File: src/design/periph_pkg.sv
// Peripheral package
// Address map, bus widths, register offsets and response codes shared by the RTL

package periph_pkg;

    // ------------------------------------------------------------------------
    // Bus
    // ------------------------------------------------------------------------
    localparam int AddrWidth   = 16;
    localparam int DataWidth   = 32;
    localparam int OffsetWidth = 12;

    // Region select bits and region numbers
    localparam int RegionMsb   = 15;
    localparam int RegionLsb   = 12;
    localparam int RegionIrq   = 0;
    localparam int RegionTimer = 1;
    localparam int RegionGpio  = 2;

    localparam logic [1:0]           RespOkay   = 2'b00;
    localparam logic [1:0]           RespSlverr = 2'b10;
    localparam logic [DataWidth-1:0] ErrorData  = 32'hDEAD_BEEF;

    // ------------------------------------------------------------------------
    // Blocks
    // ------------------------------------------------------------------------
    // ID 0 is reserved for "no interrupt"
    localparam int NumSources = 4;
    localparam int SrcIdWidth = 2;
    localparam int NumTimers  = 2;
    localparam int GpioWidth  = 8;

    localparam logic [OffsetWidth-1:0] IrqEnableOff  = 12'h000;
    localparam logic [OffsetWidth-1:0] IrqPendingOff = 12'h004;
    localparam logic [OffsetWidth-1:0] IrqClaimOff   = 12'h008;

    // Timer n sits at n * TmrStride
    localparam int                     TmrStride   = 'h10;
    localparam logic [OffsetWidth-1:0] TmrCountOff = 12'h000;
    localparam logic [OffsetWidth-1:0] TmrCtrlOff  = 12'h004;
    localparam logic [OffsetWidth-1:0] TmrCmpOff   = 12'h008;

    localparam logic [OffsetWidth-1:0] GpioLedOff = 12'h000;
    localparam logic [OffsetWidth-1:0] GpioDipOff = 12'h004;

endpackage

File: src/design/periph_bus_ctrl.sv
`timescale 1ns/1ns
// AXI4-Lite slave front end of the peripheral block
// Decodes the region and hands single-cycle register strobes to the blocks

module periph_bus_ctrl (
    input  logic                                 clk_i,
    input  logic                                 rst_n_i,
    input  logic [periph_pkg::AddrWidth-1:0]     awaddr_i,
    input  logic                                 awvalid_i,
    output logic                                 awready_o,
    input  logic [periph_pkg::DataWidth-1:0]     wdata_i,
    input  logic [periph_pkg::DataWidth/8-1:0]   wstrb_i,
    input  logic                                 wvalid_i,
    output logic                                 wready_o,
    output logic [1:0]                           bresp_o,
    output logic                                 bvalid_o,
    input  logic                                 bready_i,
    input  logic [periph_pkg::AddrWidth-1:0]     araddr_i,
    input  logic                                 arvalid_i,
    output logic                                 arready_o,
    output logic [periph_pkg::DataWidth-1:0]     rdata_o,
    output logic [1:0]                           rresp_o,
    output logic                                 rvalid_o,
    input  logic                                 rready_i,
    input  logic [periph_pkg::DataWidth-1:0]     rdata_irq_i,
    input  logic [periph_pkg::DataWidth-1:0]     rdata_tmr_i,
    input  logic [periph_pkg::DataWidth-1:0]     rdata_gpio_i,
    output logic [periph_pkg::OffsetWidth-1:0]   reg_off_o,
    output logic [periph_pkg::DataWidth-1:0]     reg_wdata_o,
    output logic [periph_pkg::DataWidth/8-1:0]   reg_wstrb_o,
    output logic                                 irq_we_o,
    output logic                                 irq_re_o,
    output logic                                 tmr_we_o,
    output logic                                 tmr_re_o,
    output logic                                 gpio_we_o,
    output logic                                 gpio_re_o
);
    import periph_pkg::*;

    logic                         aw_fire;
    logic                         ar_fire;
    logic [RegionMsb-RegionLsb:0] wr_region;
    logic [RegionMsb-RegionLsb:0] rd_region;
    logic                         wr_mapped;
    logic [DataWidth-1:0]         rd_data;
    logic [1:0]                   rd_resp;

    // ------------------------------------------------------------------------
    // Handshake and decode
    // ------------------------------------------------------------------------
    // AW and W are taken together, and a write wins the shared offset
    assign aw_fire   = awvalid_i && wvalid_i && !bvalid_o;
    assign ar_fire   = arvalid_i && !rvalid_o && !aw_fire;
    assign awready_o = aw_fire;
    assign wready_o  = aw_fire;
    assign arready_o = ar_fire;

    assign wr_region = awaddr_i[RegionMsb:RegionLsb];
    assign rd_region = araddr_i[RegionMsb:RegionLsb];
    assign wr_mapped = wr_region inside {RegionIrq, RegionTimer, RegionGpio};

    assign reg_off_o   = aw_fire ? awaddr_i[OffsetWidth-1:0] : araddr_i[OffsetWidth-1:0];
    assign reg_wdata_o = wdata_i;
    assign reg_wstrb_o = wstrb_i;

    assign irq_we_o  = aw_fire && (wr_region == RegionIrq);
    assign tmr_we_o  = aw_fire && (wr_region == RegionTimer);
    assign gpio_we_o = aw_fire && (wr_region == RegionGpio);
    assign irq_re_o  = ar_fire && (rd_region == RegionIrq);
    assign tmr_re_o  = ar_fire && (rd_region == RegionTimer);
    assign gpio_re_o = ar_fire && (rd_region == RegionGpio);

    always_comb begin
        rd_resp = RespOkay;
        case (rd_region)
            RegionIrq:   rd_data = rdata_irq_i;
            RegionTimer: rd_data = rdata_tmr_i;
            RegionGpio:  rd_data = rdata_gpio_i;
            default: begin
                rd_data = ErrorData;
                rd_resp = RespSlverr;
            end
        endcase
    end

    // ------------------------------------------------------------------------
    // Response channels
    // ------------------------------------------------------------------------
    always_ff @(posedge clk_i) begin
        if (!rst_n_i) begin
            bvalid_o <= 1'b0;
            rvalid_o <= 1'b0;
        end else begin
            if (aw_fire) begin
                bvalid_o <= 1'b1;
            end else if (bready_i) begin
                bvalid_o <= 1'b0;
            end
            if (ar_fire) begin
                rvalid_o <= 1'b1;
            end else if (rready_i) begin
                rvalid_o <= 1'b0;
            end
        end
    end

    always_ff @(posedge clk_i) begin
        if (aw_fire) begin
            bresp_o <= wr_mapped ? RespOkay : RespSlverr;
        end
        if (ar_fire) begin
            rdata_o <= rd_data;
            rresp_o <= rd_resp;
        end
    end

endmodule

File: src/design/irq_ctrl.sv
`timescale 1ns/1ns
// Interrupt controller for a single target
// Level gateways, enable mask and claim/complete with lowest ID first

module irq_ctrl (
    input  logic                               clk_i,
    input  logic                               rst_n_i,
    input  logic                               we_i,
    input  logic                               re_i,
    input  logic [periph_pkg::OffsetWidth-1:0] off_i,
    input  logic [periph_pkg::DataWidth-1:0]   wdata_i,
    input  logic [periph_pkg::NumTimers-1:0]   tmr_irq_i,
    input  logic                               ext_irq_i,
    output logic [periph_pkg::DataWidth-1:0]   rdata_o,
    output logic                               irq_o
);
    import periph_pkg::*;

    logic [NumSources-1:0] src;
    logic [NumSources-1:0] enable_q;
    logic [NumSources-1:0] pending_q;
    logic [NumSources-1:0] in_service_q;
    logic [NumSources-1:0] pending_d;
    logic [NumSources-1:0] in_service_d;
    logic [SrcIdWidth-1:0] claim_id;
    logic                  claim_rd;
    logic                  complete_wr;

    // ID 0 never fires
    assign src = {ext_irq_i, tmr_irq_i, 1'b0};

    assign claim_rd    = re_i && (off_i == IrqClaimOff);
    assign complete_wr = we_i && (off_i == IrqClaimOff);

    // Scan downwards so the lowest ID is left standing
    always_comb begin
        claim_id = '0;
        for (int i = NumSources - 1; i > 0; i--) begin
            if (enable_q[i] && pending_q[i]) begin
                claim_id = SrcIdWidth'(i);
            end
        end
    end

    // Gateway latch first, then claim and complete
    always_comb begin
        pending_d    = pending_q | (src & ~in_service_q);
        in_service_d = in_service_q;
        if (complete_wr) begin
            in_service_d[wdata_i[SrcIdWidth-1:0]] = 1'b0;
        end
        if (claim_rd && claim_id != '0) begin
            pending_d[claim_id]    = 1'b0;
            in_service_d[claim_id] = 1'b1;
        end
    end

    always_ff @(posedge clk_i) begin
        if (!rst_n_i) begin
            enable_q     <= '0;
            pending_q    <= '0;
            in_service_q <= '0;
            irq_o        <= 1'b0;
        end else begin
            if (we_i && off_i == IrqEnableOff) begin
                enable_q <= {wdata_i[NumSources-1:1], 1'b0};
            end
            pending_q    <= pending_d;
            in_service_q <= in_service_d;
            irq_o        <= |(pending_q & enable_q);
        end
    end

    always_comb begin
        case (off_i)
            IrqEnableOff:  rdata_o = DataWidth'(enable_q);
            IrqPendingOff: rdata_o = DataWidth'(pending_q);
            IrqClaimOff:   rdata_o = DataWidth'(claim_id);
            default:       rdata_o = '0;
        endcase
    end

endmodule

File: src/design/cmp_timer.sv
`timescale 1ns/1ns
// Compare timers with sticky match flags
// Each count wraps to zero on match and raises its interrupt flag

module cmp_timer (
    input  logic                                   clk_i,
    input  logic                                   rst_n_i,
    input  logic                                   we_i,
    input  logic                                   re_i,
    input  logic [periph_pkg::OffsetWidth-1:0]     off_i,
    input  logic [periph_pkg::DataWidth-1:0]       wdata_i,
    output logic [periph_pkg::DataWidth-1:0]       rdata_o,
    output logic [periph_pkg::NumTimers-1:0]       match_o
);
    import periph_pkg::*;

    logic [DataWidth-1:0] count_q [NumTimers];
    logic [DataWidth-1:0] cmp_q   [NumTimers];
    logic [NumTimers-1:0] en_q;
    logic [NumTimers-1:0] flag_q;
    logic [NumTimers-1:0] hit;

    function automatic logic [OffsetWidth-1:0] reg_addr(input int n,
                                                        input logic [OffsetWidth-1:0] off);
        return OffsetWidth'(n * TmrStride) + off;
    endfunction

    always_comb begin
        for (int n = 0; n < NumTimers; n++) begin
            hit[n] = en_q[n] && (count_q[n] == cmp_q[n]);
        end
    end

    always_ff @(posedge clk_i) begin
        for (int n = 0; n < NumTimers; n++) begin
            if (!rst_n_i) begin
                count_q[n] <= '0;
                en_q[n]    <= 1'b0;
                flag_q[n]  <= 1'b0;
            end else begin
                if (we_i && off_i == reg_addr(n, TmrCountOff)) begin
                    count_q[n] <= wdata_i;
                end else if (hit[n]) begin
                    count_q[n] <= '0;
                end else if (en_q[n]) begin
                    count_q[n] <= count_q[n] + 1'b1;
                end
                // A control write always clears the flag
                if (we_i && off_i == reg_addr(n, TmrCtrlOff)) begin
                    en_q[n]   <= wdata_i[0];
                    flag_q[n] <= 1'b0;
                end else if (hit[n]) begin
                    flag_q[n] <= 1'b1;
                end
            end
        end
    end

    always_ff @(posedge clk_i) begin
        for (int n = 0; n < NumTimers; n++) begin
            if (we_i && off_i == reg_addr(n, TmrCmpOff)) begin
                cmp_q[n] <= wdata_i;
            end
        end
    end

    always_comb begin
        rdata_o = '0;
        for (int n = 0; n < NumTimers; n++) begin
            if (re_i && off_i == reg_addr(n, TmrCountOff)) begin
                rdata_o = count_q[n];
            end
            if (re_i && off_i == reg_addr(n, TmrCtrlOff)) begin
                rdata_o = DataWidth'({flag_q[n], en_q[n]});
            end
            if (re_i && off_i == reg_addr(n, TmrCmpOff)) begin
                rdata_o = cmp_q[n];
            end
        end
    end

    assign match_o = flag_q;

endmodule

File: src/design/gpio_regs.sv
`timescale 1ns/1ns
// GPIO registers, LED outputs and synchronized DIP switch inputs

module gpio_regs (
    input  logic                                 clk_i,
    input  logic                                 rst_n_i,
    input  logic                                 we_i,
    input  logic [periph_pkg::OffsetWidth-1:0]   off_i,
    input  logic [periph_pkg::DataWidth-1:0]     wdata_i,
    input  logic [periph_pkg::DataWidth/8-1:0]   wstrb_i,
    input  logic [periph_pkg::GpioWidth-1:0]     dip_switches_i,
    output logic [periph_pkg::DataWidth-1:0]     rdata_o,
    output logic [periph_pkg::GpioWidth-1:0]     leds_o
);
    import periph_pkg::*;

    logic [GpioWidth-1:0] dip_meta;
    logic [GpioWidth-1:0] dip_sync;

    always_ff @(posedge clk_i) begin
        if (!rst_n_i) begin
            leds_o <= '0;
        end else if (we_i && off_i == GpioLedOff && wstrb_i[0]) begin
            leds_o <= wdata_i[GpioWidth-1:0];
        end
    end

    // Two-flop synchronizer
    always_ff @(posedge clk_i) begin
        dip_meta <= dip_switches_i;
        dip_sync <= dip_meta;
    end

    always_comb begin
        case (off_i)
            GpioLedOff: rdata_o = DataWidth'(leds_o);
            GpioDipOff: rdata_o = DataWidth'(dip_sync);
            default:    rdata_o = '0;
        endcase
    end

endmodule

File: src/design/periph_top.sv
`timescale 1ns/1ns
// Peripheral top level
// One AXI4-Lite port in front of the interrupt controller, timers and GPIO

module periph_top (
    input  logic                                 clk_i,
    input  logic                                 rst_n_i,
    input  logic [periph_pkg::AddrWidth-1:0]     awaddr_i,
    input  logic                                 awvalid_i,
    output logic                                 awready_o,
    input  logic [periph_pkg::DataWidth-1:0]     wdata_i,
    input  logic [periph_pkg::DataWidth/8-1:0]   wstrb_i,
    input  logic                                 wvalid_i,
    output logic                                 wready_o,
    output logic [1:0]                           bresp_o,
    output logic                                 bvalid_o,
    input  logic                                 bready_i,
    input  logic [periph_pkg::AddrWidth-1:0]     araddr_i,
    input  logic                                 arvalid_i,
    output logic                                 arready_o,
    output logic [periph_pkg::DataWidth-1:0]     rdata_o,
    output logic [1:0]                           rresp_o,
    output logic                                 rvalid_o,
    input  logic                                 rready_i,
    input  logic                                 ext_irq_i,
    input  logic [periph_pkg::GpioWidth-1:0]     dip_switches_i,
    output logic [periph_pkg::GpioWidth-1:0]     leds_o,
    output logic                                 irq_o
);
    import periph_pkg::*;

    logic [OffsetWidth-1:0] reg_off;
    logic [DataWidth-1:0]   reg_wdata;
    logic [DataWidth/8-1:0] reg_wstrb;
    logic                   irq_we;
    logic                   irq_re;
    logic                   tmr_we;
    logic                   tmr_re;
    logic                   gpio_we;
    logic [DataWidth-1:0]   rdata_irq;
    logic [DataWidth-1:0]   rdata_tmr;
    logic [DataWidth-1:0]   rdata_gpio;
    logic [NumTimers-1:0]   tmr_match;

    periph_bus_ctrl u_bus_ctrl (
        .clk_i        ( clk_i        ),
        .rst_n_i      ( rst_n_i      ),
        .awaddr_i     ( awaddr_i     ),
        .awvalid_i    ( awvalid_i    ),
        .awready_o    ( awready_o    ),
        .wdata_i      ( wdata_i      ),
        .wstrb_i      ( wstrb_i      ),
        .wvalid_i     ( wvalid_i     ),
        .wready_o     ( wready_o     ),
        .bresp_o      ( bresp_o      ),
        .bvalid_o     ( bvalid_o     ),
        .bready_i     ( bready_i     ),
        .araddr_i     ( araddr_i     ),
        .arvalid_i    ( arvalid_i    ),
        .arready_o    ( arready_o    ),
        .rdata_o      ( rdata_o      ),
        .rresp_o      ( rresp_o      ),
        .rvalid_o     ( rvalid_o     ),
        .rready_i     ( rready_i     ),
        .rdata_irq_i  ( rdata_irq    ),
        .rdata_tmr_i  ( rdata_tmr    ),
        .rdata_gpio_i ( rdata_gpio   ),
        .reg_off_o    ( reg_off      ),
        .reg_wdata_o  ( reg_wdata    ),
        .reg_wstrb_o  ( reg_wstrb    ),
        .irq_we_o     ( irq_we       ),
        .irq_re_o     ( irq_re       ),
        .tmr_we_o     ( tmr_we       ),
        .tmr_re_o     ( tmr_re       ),
        .gpio_we_o    ( gpio_we      ),
        // GPIO reads have no side effects
        .gpio_re_o    (              )
    );

    irq_ctrl u_irq_ctrl (
        .clk_i     ( clk_i     ),
        .rst_n_i   ( rst_n_i   ),
        .we_i      ( irq_we    ),
        .re_i      ( irq_re    ),
        .off_i     ( reg_off   ),
        .wdata_i   ( reg_wdata ),
        .tmr_irq_i ( tmr_match ),
        .ext_irq_i ( ext_irq_i ),
        .rdata_o   ( rdata_irq ),
        .irq_o     ( irq_o     )
    );

    cmp_timer u_cmp_timer (
        .clk_i   ( clk_i     ),
        .rst_n_i ( rst_n_i   ),
        .we_i    ( tmr_we    ),
        .re_i    ( tmr_re    ),
        .off_i   ( reg_off   ),
        .wdata_i ( reg_wdata ),
        .rdata_o ( rdata_tmr ),
        .match_o ( tmr_match )
    );

    gpio_regs u_gpio_regs (
        .clk_i          ( clk_i          ),
        .rst_n_i        ( rst_n_i        ),
        .we_i           ( gpio_we        ),
        .off_i          ( reg_off        ),
        .wdata_i        ( reg_wdata      ),
        .wstrb_i        ( reg_wstrb      ),
        .dip_switches_i ( dip_switches_i ),
        .rdata_o        ( rdata_gpio     ),
        .leds_o         ( leds_o         )
    );

endmodule

File: config.mk
export PLATFORM = sky130hd
export DESIGN_NAME = periph_top
export DESIGN_NICKNAME = d
export VERILOG_FILES = /design/src/design/periph_pkg.sv /design/src/design/periph_bus_ctrl.sv /design/src/design/irq_ctrl.sv /design/src/design/cmp_timer.sv /design/src/design/gpio_regs.sv /design/src/design/periph_top.sv
export SDC_FILE = /design/constraint.sdc
export NUM_CORES = 1
export LEC_CHECK = 0
export CAP_MARGIN = 20
export CORE_ASPECT_RATIO = 1.4
export CORE_MARGIN = 1.5
export CORE_UTILIZATION = 55
export CTS_CLUSTER_DIAMETER = 100
export DETAILED_ROUTE_END_ITERATION = 6
export DONT_BUFFER_PORTS = 1
export HOLD_SLACK_MARGIN = 0.03
export PLACE_DENSITY = 0.7
export SLEW_MARGIN = 0
export SYNTH_ARGS = -nofsm -noshare
export SYNTH_HDL_FRONTEND = slang
export SYNTH_SLANG_ARGS = --single-unit
File: constraint.sdc
create_clock -name clk_i -period 4.4 [get_ports clk_i]
set_input_delay 0.88 -clock clk_i [delete_from_list [all_inputs] [get_ports clk_i]]
set_output_delay 0.88 -clock clk_i [all_outputs]
set_load 0.01 [all_outputs]
==> metrics.cfg <==
[yosys]
synth_cells=952
mappedNetlistArea_um2=10300
postSynthRegisterBits=203
yosys_warnings=0
ys_async_sr_fraction_pct=0
flip_flop_cell_with_the_highest_count_after_synthesis=edfxtp_1
synth.yosys.seq_area_share_pct=55.2
synth_edf_count=162
synthDistinctLibCells=60
syn-mean-instance-area_um2=10.8
yosys.area.top_type_share_pct=47.2
synthDominantAreaCellType=edfxtp_1
synth.top_cells.by_area=edfxtp_1, dfxtp_1, xnor2_1

[clock_network]
clk_pin_slew_ps=60
tritoncts=built
hold_buffers=0
post-cts-setup-buffer-count=0
max-clock-path-buffers=3
cts.sink_count=203
numCtsBuffers=22
number_of_h_tree_levels=1
cts.root.buffer_cell=clkbuf_16
ctsResizeCount=0
worst_skew_pair.late_latency_ps=520

[final_layout]
diodes=0
nFillCells=1544
commonest_non_fill_non_tap_cells_in_the_layout=edfxtp_1, xnor2_1, nand2_1
final_common_cell=edfxtp_1
proportion_of_layout_cells_with_a_drive_suffix_above_1_pct=8.26
area_growth_syn_to_layout_pct=9.81
nNetsFinal=1026
utilization_pct=61.3

[sta]
fin_worst_hold_slack_ps=326
final.period_utilization_pct=75.7
timing.slew.headroom_pct=19.2
final.setup_skew_ps=15.8
finalHoldViolations=0
worst_slew_pin_slew_ps=1210
timing.fmax_ghz=0.300
finalCriticalPeriod_ps=3330
setup_viols_final=0
finalSetupTns_ps=0
final_max_slew_viol_count=0
grt_setup_unrepaired=false

[die]
core-area_um2=18500
io-pin-count=134
die_area_um2=19600
die_outline_height_um=165
fp.dieW_um=119
initial_core_util_pct=55.8
core.rowCount=59

[critical_path]
setup.worst_path.class=primary input to register
r2r_start=u_bus_ctrl.bvalid_o
crit_arrival_ps=3670
critical_path.reg2reg.endpoint=u_bus_ctrl.rdata_o[28]
kind_of_capture_point_of_the_worst_setup_path=register
critical_path.startpoint_type=primary input
worst_r2r_path_depth=9
critPathLaunch=araddr_i[0]
r2r_slack_ps=1160
cp.required_ps=4730
worst_path_fanout_max=17

[global_route]
gr-total-overflow=0
first_global_vias=7976
first_pass_grt_wire_length_um=46700
largest_net_degree_at_the_start_of_global_routing=34
number_of_antenna_violations_at_the_first_check_in_global_routing=0
global_route.usage.total_pct=31.6

[worst_hold_path]
min_to=u_gpio_regs.dip_sync[0]
worstHoldStart=u_gpio_regs.dip_meta[0]
worst_hold_path.num_cells=0
worstHoldPathType=register to register

[power]
power.leakage_nw=3.60
max-vdd-ir-drop_uv=352
cellPowerDensity_nw_per_um2=364

[detailed_routing]
post_drt_wl_per_cell_um=25.7
detail_route.wirelength_um=30900
avgViaCountPerCell=6.65
via_count=7983
detail-route-antenna-nets=0
detail_route.first_pass.iterations=7
drt-initial-drc-count=886
drc=0

[placed_design]
place_congestion=0.930
dpl.hpwl_um=21400
place.port_buffers=0

[job]
max_cap_viol_count=0

[outcome]
result_of_the_run=finished, final reports clean

==> registers in the layout (all words and copies together) (netlist names) <==
| name | cells |
|---|---|
| u_cmp_timer.cmp_q | 64 |
| u_cmp_timer.en_q | 2 |
| u_irq_ctrl.in_service_q | 3 |
| u_bus_ctrl.rresp_o | 1 |
| u_bus_ctrl.bresp_o | 1 |
| u_bus_ctrl.bvalid_o | 1 |
| u_gpio_regs.dip_meta | 8 |
| u_gpio_regs.leds_o | 8 |
| u_irq_ctrl.irq_o | 1 |
| u_irq_ctrl.pending_q | 4 |
| u_bus_ctrl.rvalid_o | 1 |
| u_irq_ctrl.enable_q | 3 |
| u_cmp_timer.match_o | 2 |
| u_bus_ctrl.rdata_o | 32 |
| u_gpio_regs.dip_sync | 8 |
| u_cmp_timer.count_q | 64 |
==> how the worst max path moves through the flow <==
stage                     depth (start not counted)  slack (ps)                       end
after global routing                              6        1010    u_bus_ctrl.rdata_o[13]
after global placement                            6         700    u_bus_ctrl.rdata_o[13]
after floorplan                                   4         350  u_cmp_timer.cmp_q[0][32]
after CTS                                         6        1110    u_bus_ctrl.rdata_o[13]
after detailed placement                          6         590    u_bus_ctrl.rdata_o[13]
final                                             6        1070    u_bus_ctrl.rdata_o[28]
==> routing by layer <==
layer  global-route usage [%]  routed length, um
met5                        0                  0
met4                     16.6               1670
met3                     6.18               2710
met2                     57.8              15900
met1                     34.8              10600
==> cell families after synthesis <==
group / synth area share (%)
AO/OA/AOI/OAI: 12.8
XOR/XNOR: 10.5
adder cells (fa/ha/maj): 0.243
buffers and inverters: 3.48
flip-flops: 55.2
multiplexers: 1.86
other: 0.0364
AND/OR/NAND/NOR: 15.9
==> metrics by stage <==
| stage | total power, mW | instance area (um^2) | cells | worst slack [ps] |
|---|---|---|---|---|
| 6_report | 4.12 | 11300 | 1200 | 1070 |
| 5_1_grt | 4.22 | 11300 | 1200 | 1010 |
| 4_1_cts | 4.13 | 11300 | 1200 | 1110 |
| 3_5_place_dp | 2.37 | 10600 | 1160 | 595 |
| 3_3_place_gp | 2.37 | 10600 | 1160 | 700 |
| 2_1_floorplan | 2.32 | 10300 | 953 | 347 |
==> power by group <==
part	internal, mW	switching (mW)
registers	2.12	0.0580
clock network	1.03	0.749
logic	0.0610	0.0956
==> cell usage after synthesis (all sizes together), types with 6 or more instances <==
cell type	instances
edfxtp	162
xnor2	93
nand2	90
nor2	72
o21ai	56
clkbuf	47
dfxtp	41
a22oi	37
nand4	34
a21oi	33
xor2	31
nand3	28
a222oi	25
inv	23
nor3	21
nor4	19
mux2i	18
buf	17
and4	11
and3	7
or2	7
a211oi	6
and2	6
==> layout make-up <==
cell class              instances  area [um^2]  area share [%]
multi-input cells             663         4330            38.2
clock buffers                  35          662            5.85
clock inverters                 5         36.3           0.321
well taps                     244          305            2.70
repair buffers                 27          215            1.90
inverters                      23         86.3           0.763
flip-flops and latches        203         5690            50.2
==> worst max-delay path: stages <==
cell	delay, ps
or4_4	540
or4_4	560
a21oi_2	960
buf_4	360
a21oi_1	80
o21ai_0	270
(Power assumes the default switching activity.)
